--- config.mk ---
export PLATFORM = sky130hd
export DESIGN_NAME = zx_glue
export DESIGN_NICKNAME = d
export VERILOG_FILES = /design/src/rtl/zx_bus_pkg.sv /design/src/rtl/zx_paging_pkg.sv /design/src/rtl/zx_io_ports.sv /design/src/rtl/zx_paging_regs.sv /design/src/rtl/zx_mem_map.sv /design/src/rtl/zx_glue.sv
export VERILOG_INCLUDE_DIRS = /design/src /design/src/include
export SDC_FILE = /design/constraint.sdc
export NUM_CORES = 1
export LEC_CHECK = 0
export BUFFER_PORTS_ARGS = -buffer_cell sky130_fd_sc_hd__buf_4
export CAP_MARGIN = 20
export CORE_ASPECT_RATIO = 1.5
export CORE_MARGIN = 2
export CORE_UTILIZATION = 38
export CTS_CLUSTER_DIAMETER = 80
export CTS_CLUSTER_SIZE = 12
export DETAILED_ROUTE_END_ITERATION = 10
export GPL_TIMING_DRIVEN = 0
export PLACE_DENSITY = 0.8
export SYNTH_ARGS = -nofsm -noshare
export SYNTH_HDL_FRONTEND = slang
export SYNTH_SLANG_ARGS = --single-unit
export TNS_END_PERCENT = 100
--- constraint.sdc ---
create_clock -name clk_sys -period 2.5 [get_ports clk_sys]
set_input_delay 0.5 -clock clk_sys [delete_from_list [all_inputs] [get_ports clk_sys]]
set_output_delay 0.5 -clock clk_sys [all_outputs]
set_load 0.05 [all_outputs]
--- src/include/zx_settings.svh ---
// ==============================
// Bus, page and flat address widths,
// I/O port numbers with decode masks,
// and beeper sample weights
// ==============================

`ifndef ZX_SETTINGS_SVH
`define ZX_SETTINGS_SVH

// Bus and memory widths
`define ZX_ADDR_W       16
`define ZX_DATA_W       8
`define ZX_PAGE_W       3
`define ZX_ROM_PAGE_W   2
`define ZX_MEM_ADDR_W   18

// Partially decoded ports, compared under their masks
`define ZX_PORT_FE      16'h00FE
`define ZX_MASK_FE      16'h0001
`define ZX_PORT_7FFD    16'h7FFD
`define ZX_MASK_7FFD    16'h8002
`define ZX_MASK_7FFD_P3 16'hC002
`define ZX_PORT_1FFD    16'h1FFD
`define ZX_MASK_1FFD    16'hF002

// Beeper contributions, summed into one 16-bit sample
`define ZX_BEEP_EAR     16'h2000
`define ZX_BEEP_MIC     16'h1000
`define ZX_BEEP_TAPE    16'h0800

`endif

--- src/rtl/zx_bus_pkg.sv ---
// ==============================
// CPU bus side types: machine model
// and the port FE read layout
// ==============================

package zx_bus_pkg;

	// Machine model, latched while reset is held
	typedef enum logic [1:0] {
		MODEL_48K   = 2'd0,
		MODEL_128K  = 2'd1,
		MODEL_PLUS3 = 2'd2
	} machine_model_e;

	// ==============================
	// Port FE read word
	// ==============================
	// Bits 7 and 5 always read high
	// Tape input comes back inverted
	// Key columns are active low, straight from the matrix
	typedef struct packed {
		logic       one_hi;
		logic       tape_n;
		logic       one_lo;
		logic [4:0] keys;
	} ula_read_t;

	// Helper to assemble the read word
	function automatic ula_read_t ula_read_word(input logic [4:0] keys, input logic tape);
		ula_read_t w;
		w.one_hi = 1'b1;
		w.tape_n = ~tape;
		w.one_lo = 1'b1;
		w.keys   = keys;
		return w;
	endfunction

endpackage

--- src/rtl/zx_paging_pkg.sv ---
// ==============================
// Paging register layouts: 7FFD struct
// and 1FFD union with its two views
// ==============================

`include "zx_settings.svh"

package zx_paging_pkg;

	// ==============================
	// Port 7FFD
	// ==============================
	// Bits 7..6 are don't care on the 128K and +3
	typedef struct packed {
		logic [1:0]            spare;
		logic                  lock;
		logic                  rom_lo;
		logic                  screen;
		logic [`ZX_PAGE_W-1:0] ram_page;
	} page_7ffd_t;

	// ==============================
	// Port 1FFD (+3 only)
	// ==============================
	// Bit 0 picks how bits 2..1 are read

	// Normal paging: bit 2 is the high ROM select, bit 1 drives no paging
	typedef struct packed {
		logic [4:0] unused_hi;
		logic       rom_hi;
		logic       unused;
		logic       special;
	} page_1ffd_normal_t;

	// All-RAM paging: bits 2..1 choose one of four slot layouts
	typedef struct packed {
		logic [4:0] unused_hi;
		logic [1:0] cfg;
		logic       special;
	} page_1ffd_special_t;

	typedef union packed {
		page_1ffd_normal_t  normal;
		page_1ffd_special_t spec;
	} page_1ffd_u;

endpackage

--- src/rtl/zx_io_ports.sv ---
// ==============================
// I/O write strobe, ULA port FE,
// beeper sample and CPU read mux
// ==============================

`timescale 1ns/10ps

`include "zx_settings.svh"

module zx_io_ports import zx_bus_pkg::*; (
	input  logic                  clk_sys,
	input  logic                  reset,

	// CPU bus
	input  logic [`ZX_ADDR_W-1:0] cpu_addr,
	input  logic [`ZX_DATA_W-1:0] cpu_dout,
	input  logic                  mem_req,
	input  logic                  io_req,
	input  logic                  rd,
	input  logic                  wr,
	input  logic                  m1,

	// Keyboard, tape and memory read data
	input  logic [4:0]            key_data,
	input  logic                  tape_in,
	input  logic [`ZX_DATA_W-1:0] mem_rdata,

	output logic                  io_wr_stb,
	output logic [`ZX_DATA_W-1:0] cpu_din,
	output logic [2:0]            border_color,
	output logic                  ear_out,
	output logic                  mic_out,
	output logic [15:0]           beeper
);

	logic      io_wr;
	logic      io_rd;
	logic      io_wr_q;
	logic      ula_sel;
	ula_read_t ula_word;

	// ==============================
	// I/O write strobe
	// ==============================
	// M1 together with IORQ is an interrupt acknowledge, not a port access
	assign io_wr = io_req & wr & ~m1;
	assign io_rd = io_req & rd & ~m1;

	always_ff @(posedge clk_sys) begin
		if (reset) begin
			io_wr_q <= 1'b0;
		end else begin
			io_wr_q <= io_wr;
		end
	end

	// High only in the first sampled cycle of each write
	assign io_wr_stb = io_wr & ~io_wr_q;

	// ==============================
	// ULA port FE
	// ==============================
	// Any even address reaches the ULA
	assign ula_sel = ((cpu_addr & `ZX_MASK_FE) == (`ZX_PORT_FE & `ZX_MASK_FE));

	always_ff @(posedge clk_sys) begin
		if (reset) begin
			border_color <= 3'd0;
			ear_out      <= 1'b0;
			mic_out      <= 1'b0;
		end else if (io_wr_stb && ula_sel) begin
			border_color <= cpu_dout[2:0];
			ear_out      <= cpu_dout[4];
			mic_out      <= cpu_dout[3];
		end
	end

	// Weighted sum of the three one-bit sources
	always_comb begin
		beeper = 16'h0000;
		if (ear_out)
			beeper = beeper + `ZX_BEEP_EAR;
		if (mic_out)
			beeper = beeper + `ZX_BEEP_MIC;
		if (tape_in)
			beeper = beeper + `ZX_BEEP_TAPE;
	end

	// ==============================
	// CPU read data
	// ==============================
	assign ula_word = ula_read_word(key_data, tape_in);

	// Memory first, then port FE, idle bus floats high
	always_comb begin
		if (mem_req && rd)
			cpu_din = mem_rdata;
		else if (io_rd && ula_sel)
			cpu_din = ula_word;
		else
			cpu_din = 8'hFF;
	end

endmodule

--- src/rtl/zx_paging_regs.sv ---
// ==============================
// Model latch, 7FFD and 1FFD registers
// with lock, and derived page numbers
// ==============================

`timescale 1ns/10ps

`include "zx_settings.svh"

module zx_paging_regs import zx_bus_pkg::*, zx_paging_pkg::*; (
	input  logic                      clk_sys,
	input  logic                      reset,
	input  machine_model_e            model,

	input  logic [`ZX_ADDR_W-1:0]     cpu_addr,
	input  logic [`ZX_DATA_W-1:0]     cpu_dout,
	input  logic                      io_wr_stb,

	output logic [`ZX_ROM_PAGE_W-1:0] rom_page,
	output logic [`ZX_PAGE_W-1:0]     ram_page,
	output logic                      special,
	output logic [1:0]                special_cfg,
	output logic                      screen_page
);

	machine_model_e model_q;
	page_7ffd_t     p7ffd;
	page_1ffd_u     p1ffd;

	logic is_48k;
	logic is_plus3;
	logic page_disable;
	logic sel_7ffd;
	logic sel_1ffd;

	assign is_48k   = (model_q == MODEL_48K);
	assign is_plus3 = (model_q == MODEL_PLUS3);

	// Lock bit stays set until the next reset
	assign page_disable = is_48k | p7ffd.lock;

	// ==============================
	// Port decode
	// ==============================
	// The +3 also needs A14 high so 7FFD and 1FFD never overlap
	always_comb begin
		if (is_plus3)
			sel_7ffd = ((cpu_addr & `ZX_MASK_7FFD_P3) == (`ZX_PORT_7FFD & `ZX_MASK_7FFD_P3));
		else
			sel_7ffd = ((cpu_addr & `ZX_MASK_7FFD) == (`ZX_PORT_7FFD & `ZX_MASK_7FFD));
	end

	assign sel_1ffd = is_plus3 &
		((cpu_addr & `ZX_MASK_1FFD) == (`ZX_PORT_1FFD & `ZX_MASK_1FFD));

	// ==============================
	// Registers
	// ==============================
	always_ff @(posedge clk_sys) begin
		if (reset) begin
			model_q <= model;
			p7ffd   <= '0;
			p1ffd   <= '0;
		end else if (io_wr_stb && !page_disable) begin
			if (sel_7ffd)
				p7ffd <= page_7ffd_t'(cpu_dout);
			else if (sel_1ffd)
				p1ffd <= page_1ffd_u'(cpu_dout);
		end
	end

	// ==============================
	// Derived pages
	// ==============================
	// 48K always sees the BASIC ROM
	always_comb begin
		case (model_q)
			MODEL_128K:  rom_page = {1'b0, p7ffd.rom_lo};
			MODEL_PLUS3: rom_page = {p1ffd.normal.rom_hi, p7ffd.rom_lo};
			default:     rom_page = 2'd1;
		endcase
	end

	assign ram_page = is_48k ? '0 : p7ffd.ram_page;

	// Same 1FFD word read through its all-RAM view
	assign special     = p1ffd.spec.special;
	assign special_cfg = p1ffd.spec.cfg;

	assign screen_page = p7ffd.screen;

endmodule

--- src/rtl/zx_mem_map.sv ---
// ==============================
// CPU address to flat ROM/RAM address,
// read and write strobes
// ==============================

`timescale 1ns/10ps

`include "zx_settings.svh"

module zx_mem_map (
	input  logic [`ZX_ADDR_W-1:0]     cpu_addr,
	input  logic [`ZX_DATA_W-1:0]     cpu_dout,
	input  logic                      mem_req,
	input  logic                      rd,
	input  logic                      wr,

	input  logic [`ZX_ROM_PAGE_W-1:0] rom_page,
	input  logic [`ZX_PAGE_W-1:0]     ram_page,
	input  logic                      special,
	input  logic [1:0]                special_cfg,

	output logic [`ZX_MEM_ADDR_W-1:0] mem_addr,
	output logic                      mem_rd,
	output logic                      mem_we,
	output logic [`ZX_DATA_W-1:0]     mem_wdata
);

	logic [1:0]            slot;
	logic [13:0]           offset;
	logic [`ZX_PAGE_W-1:0] spec_page;

	assign slot   = cpu_addr[15:14];
	assign offset = cpu_addr[13:0];

	// ==============================
	// All-RAM slot layouts
	// ==============================
	always_comb begin
		case (special_cfg)
			2'd0: spec_page = {1'b0, slot};
			2'd1: spec_page = {1'b1, slot};
			2'd2: spec_page = (slot == 2'd3) ? 3'd3 : {1'b1, slot};
			default: begin
				// 4 7 6 3
				if (slot == 2'd3)
					spec_page = 3'd3;
				else if (slot == 2'd1)
					spec_page = 3'd7;
				else
					spec_page = {1'b1, slot};
			end
		endcase
	end

	// ==============================
	// Flat address
	// ==============================
	// Bit 17 marks ROM, then ROM page in 15..14
	always_comb begin
		if (special)
			mem_addr = {1'b0, spec_page, offset};
		else begin
			case (slot)
				2'd0:    mem_addr = {1'b1, 1'b0, rom_page, offset};
				2'd1:    mem_addr = {1'b0, 3'd5, offset};
				2'd2:    mem_addr = {1'b0, 3'd2, offset};
				default: mem_addr = {1'b0, ram_page, offset};
			endcase
		end
	end

	// ROM in slot 0 is write protected
	assign mem_rd    = mem_req & rd;
	assign mem_we    = mem_req & wr & (special | (slot != 2'd0));
	assign mem_wdata = cpu_dout;

endmodule

--- src/rtl/zx_glue.sv ---
// ==============================
// Spectrum CPU-side glue top level:
// I/O ports, paging registers and
// memory map
// ==============================

`timescale 1ns/10ps

`include "zx_settings.svh"

module zx_glue import zx_bus_pkg::*; (
	input  logic                      clk_sys,
	input  logic                      reset,
	input  machine_model_e            model,

	// CPU bus
	input  logic [`ZX_ADDR_W-1:0]     cpu_addr,
	input  logic [`ZX_DATA_W-1:0]     cpu_dout,
	input  logic                      mem_req,
	input  logic                      io_req,
	input  logic                      rd,
	input  logic                      wr,
	input  logic                      m1,
	output logic [`ZX_DATA_W-1:0]     cpu_din,

	// Keyboard and tape
	input  logic [4:0]                key_data,
	input  logic                      tape_in,

	// Flat ROM/RAM
	input  logic [`ZX_DATA_W-1:0]     mem_rdata,
	output logic [`ZX_MEM_ADDR_W-1:0] mem_addr,
	output logic                      mem_rd,
	output logic                      mem_we,
	output logic [`ZX_DATA_W-1:0]     mem_wdata,

	// ULA side
	output logic [2:0]                border_color,
	output logic                      ear_out,
	output logic                      mic_out,
	output logic [15:0]               beeper,
	output logic                      screen_page
);

	logic                      io_wr_stb;
	logic [`ZX_ROM_PAGE_W-1:0] rom_page;
	logic [`ZX_PAGE_W-1:0]     ram_page;
	logic                      special;
	logic [1:0]                special_cfg;

	zx_io_ports u_io_ports (
		.clk_sys      (clk_sys),
		.reset        (reset),
		.cpu_addr     (cpu_addr),
		.cpu_dout     (cpu_dout),
		.mem_req      (mem_req),
		.io_req       (io_req),
		.rd           (rd),
		.wr           (wr),
		.m1           (m1),
		.key_data     (key_data),
		.tape_in      (tape_in),
		.mem_rdata    (mem_rdata),
		.io_wr_stb    (io_wr_stb),
		.cpu_din      (cpu_din),
		.border_color (border_color),
		.ear_out      (ear_out),
		.mic_out      (mic_out),
		.beeper       (beeper)
	);

	zx_paging_regs u_paging_regs (
		.clk_sys     (clk_sys),
		.reset       (reset),
		.model       (model),
		.cpu_addr    (cpu_addr),
		.cpu_dout    (cpu_dout),
		.io_wr_stb   (io_wr_stb),
		.rom_page    (rom_page),
		.ram_page    (ram_page),
		.special     (special),
		.special_cfg (special_cfg),
		.screen_page (screen_page)
	);

	zx_mem_map u_mem_map (
		.cpu_addr    (cpu_addr),
		.cpu_dout    (cpu_dout),
		.mem_req     (mem_req),
		.rd          (rd),
		.wr          (wr),
		.rom_page    (rom_page),
		.ram_page    (ram_page),
		.special     (special),
		.special_cfg (special_cfg),
		.mem_addr    (mem_addr),
		.mem_rd      (mem_rd),
		.mem_we      (mem_we),
		.mem_wdata   (mem_wdata)
	);

endmodule

==> results of run 1 <==
-- sequential cells by signal, summed over array words and instances, names as in the netlist --
signal                     cells
u_io_ports.ear_out             1
u_paging_regs.p1ffd            3
u_io_ports.io_wr_q             1
u_paging_regs.model_q          2
u_io_ports.mic_out             1
u_io_ports.border_color        3
u_paging_regs.p7ffd            5
u_paging_regs.screen_page      1
-- per-stage QoR --
step | cell area, um^2 | utilization [%] | total power [mW] | hold WS, ns | cells
floorplan | 1267 | - | 0.5445 | 0.4302 | 158
global placement | 1911 | 61.70 | 0.6528 | 0.4404 | 277
detailed placement | 1911 | 61.70 | 0.6557 | 0.4539 | 277
CTS | 1957 | 63.19 | 0.8631 | 0.4076 | 281
global route | 1957 | 63.19 | 0.8922 | 0.4045 | 281
finish | 1957 | 63.19 | 0.8545 | 0.4156 | 281
-- kinds of logic (layout without fill, tap and decap cells) --
group	after synthesis	after routing	synth area share, %
buffers and inverters	48	131	26.62
and+or+nand+nor	43	43	19.73
AOI/OAI and AO/OA	26	26	14.08
DFF	17	17	29.60
muxes	8	8	6.578
adders and majority gates	3	3	3.084
other	1	13	0.3080
-- cell type report --
type	count	area (um^2)
clock inverter	1	5.005
timing repair buffer	79	593.1
tap	40	50.05
inverter	7	26.28
clock buffer	3	41.29
multi-input combinational	93	583.1
fill	291	1140
buffer	41	297.8
sequential	17	360.3
-- cell usage in the layout (no fill, tap or decap), drive strengths merged --
master / n
conb: 13
dfxtp: 15
buf: 118
nor2b: 3
or4bb: 1
and3b: 1
nand3: 6
o22a: 5
mux2i: 8
o31ai: 1
a22o: 3
clkbuf: 5
edfxtp: 2
ha: 3
a31oi: 2
clkinv: 1
nand2b: 1
inv: 7
nor4b: 2
nor3: 1
a211o: 1
or4: 2
nand3b: 1
o21ai: 9
nor2: 5
a21oi: 5
nand2: 17
or2: 3
-- report_power, final --
| part | internal (mW) | leakage [nW] | switching (mW) |
|---|---|---|---|
| registers | 0.282 | 0.141 | 0.00343 |
| clock network | 0.111 | 0.0255 | 0.0952 |
| logic | 0.135 | 0.839 | 0.228 |
| total | 0.528 | 1.01 | 0.326 |
-- worst paths after layout --
check / cells after the start / slack [ns] / endpoint / startpoint
worst max-delay path: 5 / 0.37 / cpu_din[2] / mem_req
worst min-delay path: 1 / 0.42 / u_paging_regs.model_q[0] / model[0]
worst max register to register: 6 / 0.43 / u_paging_regs.p1ffd[1] / u_paging_regs.model_q[0]
worst min register to register: 2 / 0.46 / u_paging_regs.p7ffd[4] / u_paging_regs.p7ffd[4]
-- per-layer routing --
layer  routed length, um  track usage, %
met5                   0               0
met1                1106           18.27
met2                1621           31.58
met4                  63           8.333
met3                 245           1.423
-- Yosys cell counts, types with 2 or more instances --
cell	n
nor2_1	5
nand3_1	6
a22o_1	2
a31oi_1	2
edfxtp_1	2
nor2b_1	3
buf_4	38
ha_1	3
mux2i_1	8
nand2_1	17
o21ai_0	9
a21oi_1	5
o22a_1	5
clkbuf_1	2
inv_1	7
or2_2	3
dfxtp_1	15
-- worst max-delay path, cell delays in order --
cell,delay (ns)
buf_4,0.12
nor4b_1,0.40
nand2_1,0.20
o22a_1,0.22
buf_4,0.19
==> impl_metrics.json, run 1 <==
{
  "outcome": "finished, final reports clean",
  "finalSetupViolCount": 0,
  "p_leak_nw": 1.005,
  "min-delay-path-class": "primary input to register",
  "first_pass_iters": 4,
  "die_y_um": 73.32,
  "synth_area_leaders": "dfxtp_1 25%, buf_4 23%, mux2i_1 6.6%",
  "drtIter0Drc": 18,
  "cp_max_fo": 5,
  "start_util_pct": 39.31,
  "finalSetupTns_ns": 0,
  "gp_congestion": 0.7371,
  "io_pins": 105,
  "finalHoldViolations": 0,
  "clock_skew_ns": 0.007901,
  "ys_types": 31,
  "cp-end-kind": "output port",
  "max-slew-margin-rel_pct": 64.84,
  "synth_top_area_cell": "dfxtp_1",
  "cts_tree": "built",
  "cts_made_buffers": 3,
  "cts.clk_slew.worst_paths_ns": 0.07,
  "netlist_instances": 146,
  "arrival_ns": 1.63,
  "dp_hpwl_um": 2617,
  "vias_per_cell": 4.402,
  "track_usage_pct": 16.74,
  "antenna_cells": 0,
  "cts_buffer_depth": 2,
  "p_per_area_mw_per_mm2": 436.6,
  "clock-sinks": 17,
  "yosysSeqAreaShare_pct": 29.60,
  "num_vias": 1237,
  "htree_levels": 1,
  "fin_crit_sh_pct": 85.27,
  "dieArea_mm2": 0.003682,
  "cp-start-kind": "primary input",
  "post_cts_resized": 0,
  "tightest_slew_ns": 0.5252,
  "synth_area_mm2": 0.001217,
  "ir_worst_vdd_mv": 0.3003,
  "grt_pass1_vias": 1153,
  "cts_hold_buf": 0,
  "nets": 292,
  "yosys_warnings": 0,
  "worstPathRequired_ns": 2.00,
  "async_flop_share_pct": 0,
  "cts_root_buffer": "clkbuf_8",
  "clock_latency_ns": 0.26,
  "ys.flop_type": "dfxtp_1",
  "chipWidth_um": 50.22,
  "ys_seq_elements": 17,
  "area_delta_synth_final_pct": 60.74,
  "gr-total-overflow": 0,
  "crit_type": "primary input to output port",
  "antenna_found_initial": 0,
  "netlist.area_leader.share_pct": 24.67,
  "grt_max_degree": 11,
  "rows": 25,
  "final_max_slew_viol_count": 0,
  "wl_per_cell_um": 10.80,
  "avgSynthCellArea_um2": 8.338,
  "core_area_mm2": 0.003097,
  "max_freq_ghz": 0.4691,
  "drc_errors": 0,
  "synth_edf_count": 2,
  "rsz0062_at_grt": "no",
  "cts_setup_buffers": 0,
  "cap_violations": 0,
  "layout-drive-gt1-share_pct": 53.94,
  "drt-total-wl_um": 3035,
  "post-route-min-period_ns": 2.132,
  "grt_pass1_wl_um": 4892,
  "antenna_left": 0,
  "io_buffers": 79,
  "fin_ws_ns": 0.3683,
  "post-place-ws_ns": 0.3735
}
Power figures use the tool's default switching activity.
==> run 2: changes to the inputs <==
--- a/config.mk
+++ b/config.mk
@@ -9,13 +9,13 @@
 export BUFFER_PORTS_ARGS = -buffer_cell sky130_fd_sc_hd__buf_4
 export CAP_MARGIN = 20
 export CORE_ASPECT_RATIO = 1.5
-export CORE_MARGIN = 2
 export CORE_UTILIZATION = 38
 export CTS_CLUSTER_DIAMETER = 80
 export CTS_CLUSTER_SIZE = 12
 export DETAILED_ROUTE_END_ITERATION = 10
 export GPL_TIMING_DRIVEN = 0
 export PLACE_DENSITY = 0.8
+export REMOVE_ABC_BUFFERS = 1
 export SYNTH_ARGS = -nofsm -noshare
 export SYNTH_HDL_FRONTEND = slang
 export SYNTH_SLANG_ARGS = --single-unit
==> impl_metrics.json, run 2 (synthesis results as in run 1) <==
{
  "cts_setup_buffers": 0,
  "cap_violations": 0,
  "track_usage_pct": 15.59,
  "rsz0062_at_grt": "no",
  "cts_hold_buf": 0,
  "wl_per_cell_um": 12.24,
  "cts_buffer_depth": 2,
  "p_switching_uw": 270.3,
  "start_util_pct": 40.95,
  "grt_use_met3_pct": 6.549,
  "finalHoldViolations": 0,
  "grt_pass1_wl_um": 3850,
  "rows": 24,
  "dp_hpwl_um": 2333,
  "gp_congestion": 0.7062,
  "fin_ws_ns": 0.4037,
  "cts_tree": "built",
  "fillers": 292,
  "cts_made_buffers": 3,
  "post_cts_resized": 0,
  "crit_type": "primary input to output port",
  "gr-total-overflow": 0,
  "chipWidth_um": 48.22,
  "final_max_slew_viol_count": 0,
  "gr-usage-met1_pct": 15.77,
  "critPathBufInv": 2,
  "max_flop_register": "u_paging_regs.p7ffd",
  "cp-start-kind": "primary input",
  "grtUsageMet2_pct": 26.37,
  "final_common_cell": "buf_4",
  "final_cell_count_no_fill": 227,
  "reg_top3": "u_paging_regs.p7ffd: 5 flops, u_io_ports.border_color: 3 flops, u_paging_regs.p1ffd: 3 flops",
  "top_usage_layer": "met2",
  "path_delay_family": "simple AND/OR/NAND/NOR gates",
  "clock_latency_ns": 0.24,
  "tightest_slew_ns": 0.5268,
  "clock_skew_ns": 0.0005383,
  "arrival_ns": 1.60,
  "p_leak_nw": 0.7488,
  "antenna_left": 0,
  "combinationalPowerShare_pct": 35.5,
  "max_freq_ghz": 0.4770,
  "cp-end-kind": "output port",
  "p_per_area_mw_per_mm2": 478.5,
  "layout-drive-gt1-share_pct": 41.49,
  "cts_root_buffer": "clkbuf_8",
  "drtIter0Drc": 19,
  "clock-sinks": 17,
  "worstPathRequired_ns": 2.00,
  "post-place-ws_ns": 0.4007,
  "ir_worst_vdd_mv": 0.2466,
  "vias_per_cell": 4.775,
  "grt_max_degree": 15,
  "pwr-share-clk_pct": 26.4,
  "area_delta_synth_final_pct": 28.37,
  "p_int_uw": 477.5,
  "slowest_stage": "nor4b_1",
  "slowest_delay_ns": 0.37,
  "mostFrequentLayoutCells": "67 x buf_4, 17 x nand2_1, 15 x dfxtp_1",
  "core_area_mm2": 0.002973,
  "grt_pass1_vias": 885,
  "path_cells": "buf_4 > nor4b_1 > nand2_1 > o22a_1 > buf_4",
  "first_pass_iters": 4,
  "outcome": "finished, final reports clean",
  "finalSetupViolCount": 0,
  "dp.cells": 223,
  "place_area_mm2": 0.001516,
  "dieArea_mm2": 0.003439,
  "sw_frac_of_total_pct": 36.15,
  "crit_top_cell": "buf_4",
  "max-slew-margin-rel_pct": 64.73,
  "die_y_um": 71.32,
  "num_vias": 1084,
  "antenna_cells": 0,
  "largest_register_ffs": 5,
  "io_buffers": 67,
  "drc_errors": 0,
  "io_pins": 105,
  "htree_levels": 1,
  "fin_crit_sh_pct": 83.85,
  "min-delay-path-class": "primary input to register",
  "drt-total-wl_um": 2779,
  "antenna_found_initial": 0,
  "p_seq_share_pct": 38.2,
  "postLayoutCellArea_mm2": 0.001563,
  "cp_max_fo": 5,
  "cts.clk_slew.worst_paths_ns": 0.06,
  "post-route-min-period_ns": 2.096,
  "nets": 239
}
[run 2: changes by cell type in the layout (fill, tap and decap cells not counted), sizes merged]
cell	previous run	this run
buf	118	67
clkbuf	5	3
[run 2: cell type report]
cell class | instances | area, um^2 | share of cell area [%]
flip-flops and latches | 17 | 360.3 | 23.06
well taps | 39 | 48.80 | 3.122
clock inverters | 1 | 5.005 | 0.3203
multi-input cells | 93 | 578.1 | 36.99
inverters | 7 | 26.28 | 1.681
clock buffers | 3 | 41.29 | 2.642
repair buffers | 67 | 503.0 | 32.19
[run 2: layer usage]
metal / share of wire (%) / up-vias
li1: - / 529
met1: 35 / 495
met2: 52 / 58
met3: 12 / 2
met4: 1.0 / 0
met5: 0 / -
[run 2: through the flow]
| stage | power (mW) | utilization (%) | TNS (ns) | hold slack [ns] |
|---|---|---|---|---|
| 5_1_grt | 0.7825 | 52.57 | 0 | 0.4141 |
| 3_5_place_dp | 0.5569 | 51.01 | 0 | 0.4532 |
| 4_1_cts | 0.7529 | 52.57 | 0 | 0.4240 |
| 3_3_place_gp | 0.5548 | 51.01 | 0 | 0.4434 |
| 2_1_floorplan | 0.4261 | - | -0.1933 | 0.4302 |
| 6_report | 0.7478 | 52.57 | 0 | 0.4281 |
[run 2: worst paths after layout]
check / startpoint / end / slack [ns] / cells after the start
worst max-delay path: mem_req / cpu_din[0] / 0.40 / 5
worst min-delay path: model[0] / u_paging_regs.model_q[0] / 0.43 / 1
worst max register to register: u_paging_regs.model_q[0] / u_paging_regs.p1ffd[2] / 0.45 / 5
worst min register to register: u_paging_regs.p7ffd[0] / u_paging_regs.p7ffd[0] / 0.46 / 2
[run 2: power by group through the flow]
stage / Sequential (mW) / Clock [mW] / Combinational, mW
finish: 0.285 / 0.197 / 0.265
global route: 0.286 / 0.216 / 0.281
CTS: 0.285 / 0.201 / 0.266
global placement: 0.291 / 0 / 0.264
detailed placement: 0.291 / 0 / 0.265
floorplan: 0.299 / 0 / 0.127
